[src/fifo_params.svh]
// build-time sizes of the FIFO, the depth is a power of two
// almost-flag levels are static and must lie within 0..depth

`ifndef FIFO_PARAMS_SVH
`define FIFO_PARAMS_SVH

// log2 of the entry count
`define FIFO_DEPTH_LOG2 4

// bits per stored word
`define FIFO_WIDTH 16

// almost full rises at this occupancy or above
`define FIFO_AFULL_LEVEL 12

// almost empty is high at this occupancy or below
`define FIFO_AEMPTY_LEVEL 3

`endif
[src/fifo_pkg.sv]
// types shared by the FIFO blocks, all sized from the params header
// pointers carry one extra bit to tell full from empty

`default_nettype none

`include "fifo_params.svh"

package fifo_pkg;

   // entry count
   localparam int FIFO_DEPTH = 1 << `FIFO_DEPTH_LOG2;

   // one stored word
   typedef logic [`FIFO_WIDTH-1:0] word_t;

   // write or read pointer, msb is the wrap bit
   typedef logic [`FIFO_DEPTH_LOG2:0] ptr_t;

   // buffer address, low bits of a pointer
   typedef logic [`FIFO_DEPTH_LOG2-1:0] addr_t;

   // occupancy 0..depth
   typedef logic [`FIFO_DEPTH_LOG2:0] level_t;

endpackage

`default_nettype wire

[src/fifo_ptr_if.sv]
// pointer and strobe exchange between producer, consumer and buffer
// push and pop are combinational strobes of accepted requests

`timescale 1ns/1ps
`default_nettype none

interface fifo_ptr_if;

   // producer side
   fifo_pkg::ptr_t wr_ptr;
   logic           push;

   // consumer side
   fifo_pkg::ptr_t rd_ptr;
   logic           pop;

   // write control owns the write pointer
   modport wr_side (
      output wr_ptr,
      output push,
      input  rd_ptr,
      input  pop
   );

   // read control owns the read pointer
   modport rd_side (
      output rd_ptr,
      output pop,
      input  wr_ptr,
      input  push
   );

   // storage only watches
   modport mem_side (
      input wr_ptr,
      input push,
      input rd_ptr,
      input pop
   );

endinterface

`default_nettype wire

[src/fifo_sync.sv]
// single-clock FIFO top, stop on full and stop on empty
// every status output is registered, one cycle after the request edge

`timescale 1ns/1ps
`default_nettype none

module fifo_sync (
   input  logic               pos_clk,
   input  logic               aresetn,
   // write port
   input  logic               we_i,
   input  fifo_pkg::word_t    wdata_i,
   // read port
   input  logic               re_i,
   output fifo_pkg::word_t    rdata_o,
   // status
   output logic               full_o,
   output logic               afull_o,
   output logic               empty_o,
   output logic               aempty_o,
   output fifo_pkg::level_t   level_o,
   // pulses
   output logic               wack_o,
   output logic               overflow_o,
   output logic               dvld_o,
   output logic               underflow_o
);

   // pointers and accepted strobes
   fifo_ptr_if i_ptr ();

   // producer
   fifo_wr_ctrl i_wr_ctrl (
      .pos_clk    (pos_clk),
      .aresetn    (aresetn),
      .we_i       (we_i),
      .ptr        (i_ptr.wr_side),
      .full_o     (full_o),
      .afull_o    (afull_o),
      .level_o    (level_o),
      .wack_o     (wack_o),
      .overflow_o (overflow_o)
   );

   // consumer
   fifo_rd_ctrl i_rd_ctrl (
      .pos_clk     (pos_clk),
      .aresetn     (aresetn),
      .re_i        (re_i),
      .ptr         (i_ptr.rd_side),
      .empty_o     (empty_o),
      .aempty_o    (aempty_o),
      .dvld_o      (dvld_o),
      .underflow_o (underflow_o)
   );

   // buffer
   fifo_ram i_ram (
      .pos_clk (pos_clk),
      .ptr     (i_ptr.mem_side),
      .wdata_i (wdata_i),
      .rdata_o (rdata_o)
   );

endmodule

`default_nettype wire

[src/fifo_ram.sv]
// storage array, one write port and one registered read port
// read word changes only on an accepted pop and holds otherwise

`timescale 1ns/1ps
`default_nettype none

module fifo_ram (
   input  logic              pos_clk,
   fifo_ptr_if.mem_side      ptr,
   input  fifo_pkg::word_t   wdata_i,
   output fifo_pkg::word_t   rdata_o
);

   import fifo_pkg::*;

   word_t   mem [FIFO_DEPTH];
   word_t   rdata_q;
   addr_t   waddr;
   addr_t   raddr;

   // low bits of the pointers, wrap bit dropped
   assign waddr = addr_t'(ptr.wr_ptr);
   assign raddr = addr_t'(ptr.rd_ptr);

   // -------------------------------------------------------------------------
   // array access
   // -------------------------------------------------------------------------

   // same address on push and pop only when full or empty,
   // and then one of the two is refused upstream
   always_ff @(posedge pos_clk) begin
      if (ptr.push) begin
         mem[waddr] <= wdata_i;
      end
      if (ptr.pop) begin
         rdata_q <= mem[raddr];
      end
   end

   assign rdata_o = rdata_q;

   // stored words must be clean
   a_wdata_known : assert property (
      @(posedge pos_clk)
      ptr.push |-> !$isunknown(wdata_i)
   );

endmodule

`default_nettype wire

[src/fifo_rd_ctrl.sv]
// read side of the FIFO, stops on empty
// a read while empty pulses underflow_o and gives no data valid

`timescale 1ns/1ps
`default_nettype none

`include "fifo_params.svh"

module fifo_rd_ctrl (
   input  logic           pos_clk,
   input  logic           aresetn,
   input  logic           re_i,
   fifo_ptr_if.rd_side    ptr,
   output logic           empty_o,
   output logic           aempty_o,
   output logic           dvld_o,
   output logic           underflow_o
);

   import fifo_pkg::*;

   // registered state
   ptr_t    rd_ptr_q;
   logic    empty_q;
   logic    aempty_q;
   logic    dvld_q;
   logic    underflow_q;

   // next-state terms
   logic    pop;
   ptr_t    rd_ptr_d;
   ptr_t    wr_ptr_d;
   level_t  level_d;

   // -------------------------------------------------------------------------
   // accept and advance
   // -------------------------------------------------------------------------

   // read only goes out while not empty
   assign pop      = re_i & ~empty_q;
   assign rd_ptr_d = rd_ptr_q + ptr_t'(pop);

   // producer pointer after this cycle's push
   assign wr_ptr_d = ptr.wr_ptr + ptr_t'(ptr.push);
   assign level_d  = level_t'(wr_ptr_d - rd_ptr_d);

   assign ptr.rd_ptr = rd_ptr_q;
   assign ptr.pop    = pop;

   // -------------------------------------------------------------------------
   // status registers
   // -------------------------------------------------------------------------
   always_ff @(posedge pos_clk or negedge aresetn) begin
      if (!aresetn) begin
         rd_ptr_q    <= '0;
         empty_q     <= 1'b1;
         aempty_q    <= 1'b1;
         dvld_q      <= 1'b0;
         underflow_q <= 1'b0;
      end else begin
         rd_ptr_q    <= rd_ptr_d;
         empty_q     <= (level_d == '0);
         aempty_q    <= (level_d <= level_t'(`FIFO_AEMPTY_LEVEL));
         // lines up with the registered read word in the buffer
         dvld_q      <= pop;
         underflow_q <= re_i & empty_q;
      end
   end

   assign empty_o     = empty_q;
   assign aempty_o    = aempty_q;
   assign dvld_o      = dvld_q;
   assign underflow_o = underflow_q;

   // no pop may reach the buffer while the pointers show it empty
   a_no_pop_empty : assert property (
      @(posedge pos_clk) disable iff (!aresetn)
      ptr.pop |-> (ptr.wr_ptr != rd_ptr_q)
   );

endmodule

`default_nettype wire

[src/fifo_wr_ctrl.sv]
// write side of the FIFO, stops on full
// a write while full is dropped and pulses overflow_o for one cycle

`timescale 1ns/1ps
`default_nettype none

`include "fifo_params.svh"

module fifo_wr_ctrl (
   input  logic               pos_clk,
   input  logic               aresetn,
   input  logic               we_i,
   fifo_ptr_if.wr_side        ptr,
   output logic               full_o,
   output logic               afull_o,
   output fifo_pkg::level_t   level_o,
   output logic               wack_o,
   output logic               overflow_o
);

   import fifo_pkg::*;

   // registered state
   ptr_t    wr_ptr_q;
   logic    full_q;
   logic    afull_q;
   level_t  level_q;
   logic    wack_q;
   logic    overflow_q;

   // next-state terms
   logic    push;
   ptr_t    wr_ptr_d;
   ptr_t    rd_ptr_d;
   level_t  level_d;

   // -------------------------------------------------------------------------
   // accept and advance
   // -------------------------------------------------------------------------

   // write only goes in while not full
   assign push     = we_i & ~full_q;
   assign wr_ptr_d = wr_ptr_q + ptr_t'(push);

   // peer pointer after its own pop this cycle
   assign rd_ptr_d = ptr.rd_ptr + ptr_t'(ptr.pop);

   // difference wraps on the extra bit, gives 0..depth
   assign level_d  = level_t'(wr_ptr_d - rd_ptr_d);

   assign ptr.wr_ptr = wr_ptr_q;
   assign ptr.push   = push;

   // -------------------------------------------------------------------------
   // status registers
   // -------------------------------------------------------------------------
   always_ff @(posedge pos_clk or negedge aresetn) begin
      if (!aresetn) begin
         wr_ptr_q   <= '0;
         full_q     <= 1'b0;
         afull_q    <= 1'b0;
         level_q    <= '0;
         wack_q     <= 1'b0;
         overflow_q <= 1'b0;
      end else begin
         wr_ptr_q   <= wr_ptr_d;
         full_q     <= (level_d == level_t'(FIFO_DEPTH));
         afull_q    <= (level_d >= level_t'(`FIFO_AFULL_LEVEL));
         level_q    <= level_d;
         // pulses, one cycle after the request edge
         wack_q     <= push;
         overflow_q <= we_i & full_q;
      end
   end

   assign full_o     = full_q;
   assign afull_o    = afull_q;
   assign level_o    = level_q;
   assign wack_o     = wack_q;
   assign overflow_o = overflow_q;

   // full must mean the live pointers are exactly depth apart
   a_full_level : assert property (
      @(posedge pos_clk) disable iff (!aresetn)
      full_q |-> (level_t'(wr_ptr_q - ptr.rd_ptr) == level_t'(FIFO_DEPTH))
   );

endmodule

`default_nettype wire

[config.mk]
export PLATFORM = sky130hd
export DESIGN_NAME = fifo_sync
export DESIGN_NICKNAME = d
export VERILOG_FILES = /design/src/fifo_pkg.sv /design/src/fifo_ptr_if.sv /design/src/fifo_sync.sv /design/src/fifo_ram.sv /design/src/fifo_rd_ctrl.sv /design/src/fifo_wr_ctrl.sv
export VERILOG_INCLUDE_DIRS = /design/src
export SDC_FILE = /design/constraint.sdc
export NUM_CORES = 1
export LEC_CHECK = 0
export ABC_CLOCK_PERIOD_IN_PS = 8670
export BUFFER_PORTS_ARGS = -buffer_cell sky130_fd_sc_hd__buf_2
export CORE_UTILIZATION = 25
export CTS_CLUSTER_DIAMETER = 30
export DETAILED_ROUTE_END_ITERATION = 8
export RECOVER_POWER = 25
export SLEW_MARGIN = 20
export SYNTH_ARGS = -nofsm -noshare
export SYNTH_HDL_FRONTEND = slang
export SYNTH_SLANG_ARGS = --single-unit
[constraint.sdc]
create_clock -name pos_clk -period 8.67 [get_ports pos_clk]
set_clock_uncertainty 0.1 [all_clocks]
set_input_delay 0 -clock pos_clk [delete_from_list [all_inputs] [get_ports pos_clk]]
set_output_delay 0 -clock pos_clk [all_outputs]
set_load 0.03 [all_outputs]
# Word level (Yosys, flattened, before mapping)
# Memory sizes are Yosys's and may differ from the RTL's. A register that Yosys moved wholly into a read port is not among the register bits.
# Cells that the tools add are included.
[op_classes]
reduce_logical = 1
n_mux = 2
n_bitwise = 6
eq_ne = 1
order_cmp = 2
addsub = 3
[ops]
columns = ["cell", "n"]
rows = [
  ["5-bit by 1-bit adder with 5-bit output", 2],
  ["5-bit equality test (second input constant)", 1],
  ["5-bit by 4-bit >= comparator with 1-bit output (second input constant)", 1],
  ["5-bit by 2-bit <= comparator with 1-bit output (second input constant)", 1],
  ["5-bit logical NOT", 1],
  ["5-bit subtractor", 1],
  ["1-bit AND", 4],
  ["1-bit two-way mux", 2],
  ["1-bit NOT", 2],
]
[totals]
out_inout_bits = 29
register_bits = 23
ramBits = 256
memories = 1
input_bits = 20
wordCells = 27
[mem_list]
columns = ["memory", "words", "word_bits", "read_ports", "rd_ports_with_merged_regs", "write_ports", "line", "text"]
rows = [
  ["i_ram.mem", 16, 16, 1, 1, 1, "fifo_ram.sv:16", "word_t mem [FIFO_DEPTH];"],
]

# Depth between registers and ports, before layout
[logic_depth]
ltp_word = 5
ltp_mapped = 11
depth_no_buf = 11

# Hierarchy
# A second synthesis with hierarchy kept.
[unflattened]
hier_cells = 534
hier_area_um2 = 11459.7
[modules_own_cells]
columns = ["mod", "seq_area_each_um2", "area_per_inst_um2", "cells_each", "n_inst"]
rows = [
  ["fifo_ram", 8167.8, 10203.5, 432, 1],
  ["fifo_wr_ctrl", 350.3, 666.9, 50, 1],
  ["fifo_rd_ctrl", 227.7, 589.3, 52, 1],
]

# Worst setup path before layout
# Ideal clock, no wire load.
[synth_path]
kind = "reg-to-reg"
startpoint = "reg i_rd_ctrl.empty_q, in the netlist i_rd_ctrl.empty_o"
endpoint = "reg i_wr_ctrl.full_q, in the netlist i_wr_ctrl.full_o"
slack_ps = 5091
setup_time_ps = 121
n_path_buf = 0
t_required_ps = 8449
path_stages_with_launch = 11
arrival_time_ps = 3358
period_less_slack_ps = 3579
path_cell_list = "dfstp_2 -> nor2b_1 -> ha_1 -> ha_1 -> xnor2_1 -> ha_1 -> a21oi_1 -> maj3_2 -> maj3_2 -> xor3_2 -> and4b_1"
[synth_via]
elab_chain_len = 5
[synth_lines]
columns = ["element", "line", "text"]
rows = [
  ["from (decl)", "fifo_rd_ctrl.sv:24", "logic empty_q;"],
  ["from (signal assigned)", "fifo_rd_ctrl.sv:62", "empty_q <= (level_d == '0);"],
  ["1-bit NOT", "fifo_rd_ctrl.sv:40", "assign pop = re_i & ~empty_q;"],
  ["1-bit AND", "fifo_rd_ctrl.sv:40", ""],
  ["named net i_ptr.pop", "fifo_ptr_if.sv:15", "logic pop;"],
  ["5-bit by 1-bit adder with 5-bit output", "-", ""],
  ["named net i_rd_ctrl.rd_ptr_d[1]", "fifo_rd_ctrl.sv:31", "ptr_t rd_ptr_d;"],
  ["5-bit subtractor", "-", ""],
  ["named net i_rd_ctrl.level_d[4]", "fifo_rd_ctrl.sv:33", "level_t level_d;"],
  ["5-bit equality test", "fifo_wr_ctrl.sv:67", "full_q <= (level_d == level_t'(FIFO_DEPTH));"],
  ["to (signal assigned)", "fifo_wr_ctrl.sv:67", ""],
  ["to (decl)", "fifo_wr_ctrl.sv:25", "logic full_q;"],
]
# The timed path passes the listed nets, and every way through them passes these cells.

# Worst setup path in the final report
# Ends and elaborated chain as after synthesis.

==> metrics <==
ys async rst share=7.80%; mean post-synth cell area=roughly 24 µm²; Worst Path Arrival=3600 ps; antenna violations before repair=1; final worst setup slack=5380 ps; area grow syn2layout=26.4%; sequential cell area=just under 9000 µm²; Rel. slew slack=34.0%; worst hold path type=in -> reg; CORE AREA=44100 µm²; latest clock arrival within the worst-skew pair=approximately 530 ps; footprint of the multi-input gates=about 2400 µm²; Starting Density=25.3%; largest net degree at the start of global routing=between 60 and 70; met1 Track Usage GR=13.7%; Final nets=614; share of layout cells above drive strength 1=39.1%; ANT nets after route=0; DP Wirelength=12.6 mm; Ports=49; CTS Buf Count=47; H-tree lvl count=2; Cells after Synth=approximately 470; register area share after synthesis=78.2%; yosys warns=0; library cells used by synthesis=36; final critical-path share of the clock period=between 30 and 40%; top cell type by total area after synthesis=edfxtp_1; clk buf depth=3; Avg WL per Cell=18.9 µm; CTS Sinks=295; measured slew at the worst slew-check pin=986 ps; post-CTS resize count=0; Die Width=213 µm; routability congestion estimate=0.673; met2 usage=17.4%; Pre-antenna DRT Iters=4; Leak=roughly 4.6 nW; die area=45600 µm²; pre-CTS worst setup slack=5370 ps; violation count after the first detailed-route iteration=between 400 and 500; CP Max Fanout=18; global route total overflow=0; Seq cells post-synth=295; critical path capture point type=register; Total GRT Usage=10.4%; CP required=8980 ps; Pins Over Slew Limit=0; clock slew seen by the registers of the worst setup and hold paths=~50 ps; drt total wl=23.0 mm; Hold Violations, Final=0; Die H=213 µm; status=finished, final reports clean; row count=77; diode count=0; met3 Use GR=2.02%; first-pass GRT wire length=about 35 mm; Synth Cell Area=11200 µm²; achievable frequency=304 MHz; root buf cell=clkbuf_16; vias in the first global route=~5500; RSZ-0062 raised after global routing=false; Post-synth EDFFs=272; max_cap viols=0; CTS tree=built; Final Hold Slack=125 ps; Mapped Nets=494; critical path class=reg -> reg; Sum Neg Setup Slack=0 ps; Critical Path Source Type=register; Setup-failing EPs final=0; crit path time final=around 3300 ps; pwr dens=367 nW/µm²; # fillers=~4200; GR peak layer=met2; Vias=a little over 5000; Synth top area share=73.1%; DRC=0; port bufs=48; top post-synthesis cells by area=edfxtp_1 (73%), mux4_2 (16%), dfrtp_1 (4.7%); VDD IR max=0.159 mV; vias per inst=4.17; ys flop type=edfxtp_1
final timing paths:
path                                          from                       to  slack, ps  depth (start not counted)
setup / recovery                 i_rd_ctrl.empty_o         i_wr_ctrl.full_o       5380                         11
hold / removal                                we_i     i_wr_ctrl.overflow_o        120                          3
setup reg to reg                 i_rd_ctrl.empty_o         i_wr_ctrl.full_o       5380                         11
hold reg to reg            i_rd_ctrl.ptr.rd_ptr[4]  i_rd_ctrl.ptr.rd_ptr[4]        370                          1
max in group asynchronous                  aresetn  i_rd_ctrl.ptr.rd_ptr[0]       6550                          4
min in group asynchronous                  aresetn        i_rd_ctrl.empty_o        420                          3
cell type report:
cell class              instances  area share, %
inverters                       6          0.159
well taps                     592           5.24
multi-input cells             148           16.9
clock inverters                34           3.09
flip-flops and latches        295           61.9
clock buffers                  54           8.58
repair buffers                 89           4.15
Yosys cell counts, types with 2 or more instances:
master      n
buf_1       3
xor2_1      3
nand2b_1    2
mux4_2     80
xnor2_1     6
inv_1       6
clkbuf_1    7
nand3_1     6
a21oi_1     3
dfstp_2     2
maj3_2      2
nor3_1      5
nand2_1     2
dfrtp_1    21
ha_1        7
nor2b_1     2
buf_2       7
and2_1      2
nand3b_1    2
edfxtp_1  272
nor2_1     12
cell usage in the layout (no fill, tap or decap), drive strengths merged, types with 2 or more instances in the layout:
cell / n
xor2: 4
xnor2: 7
clkinvlp: 6
nor2b: 2
nand3b: 2
ha: 7
nor2: 12
clkinv: 16
a21oi: 3
buf: 57
dfstp: 2
and2: 2
clkbuf: 65
bufinv: 8
dfrtp: 21
nor3: 5
mux4: 80
maj3: 3
nand3: 6
edfxtp: 272
nand2b: 2
a21o: 2
or3b: 2
inv: 10
dlygate4sd3: 21
nand2: 2
metal layers:
| layer | vias up | wire length [µm] |
|---|---|---|
| li1 | 2222 | - |
| met2 | 95 | 11400 |
| met3 | 36 | 999 |
| met1 | 2721 | 10200 |
| met4 | 2 | 373 |
| met5 | - | 13 |
logic make-up (layout without fill, tap and decap cells):
logic type	count (synthesis)	count (layout)	synth area share (%)
and+or+nand+nor	39	39	2.04
adders and majority gates	10	10	1.07
AOI/OAI and AO/OA	7	7	0.392
buffers and inverters	24	183	0.918
DFF	295	295	78.2
muxes	80	80	16.1
xor gates and xnor gates	12	12	1.22
worst max-delay path, stage by stage, from the launching register on:
cell and delay, ps:
dfstp_2 540, nor2b_2 40, buf_4 240, ha_1 250, ha_1 330, xnor2_1 150, ha_1 170, a21oi_1 360
maj3_2 280, maj3_2 180, xor3_2 310, and4b_1 220
flip-flops by register name (all words and copies together) (netlist names), 5 cells and up:
register	flops
i_wr_ctrl.level_o	5
i_ram.rdata_o	16
i_wr_ctrl.ptr.wr_ptr	5
i_rd_ctrl.ptr.rd_ptr	5
i_ram.mem	256
where the power goes:
part           switching [mW]  total [mW]  internal (mW)
registers               0.119        1.93           1.81
logic                   0.720        1.36          0.640
clock network           0.645        1.90           1.25
per-stage QoR:
stage | utilization, % | power (mW) | cells | instance area (µm²)
after floorplan | - | 2.95 | 467 | 11200
after global placement | 27.8 | 3.33 | 1109 | 12300
after detailed placement | 27.8 | 3.35 | 1109 | 12300
after CTS | 32.1 | 5.27 | 1218 | 14100
after global routing | 32.0 | 5.43 | 1218 | 14100
final | 32.0 | 5.18 | 1218 | 14100
repair_timing:
| action | CTS | global route |
|---|---|---|
| hold endpoints to repair | 283 | 0 |
| hold buffers | 21 | 0 |
| endpoints found under the setup margin | 0 | 0 |
| buffers inserted | 0 | 0 |
No activity file was read; power rests on OpenSTA's default activity.
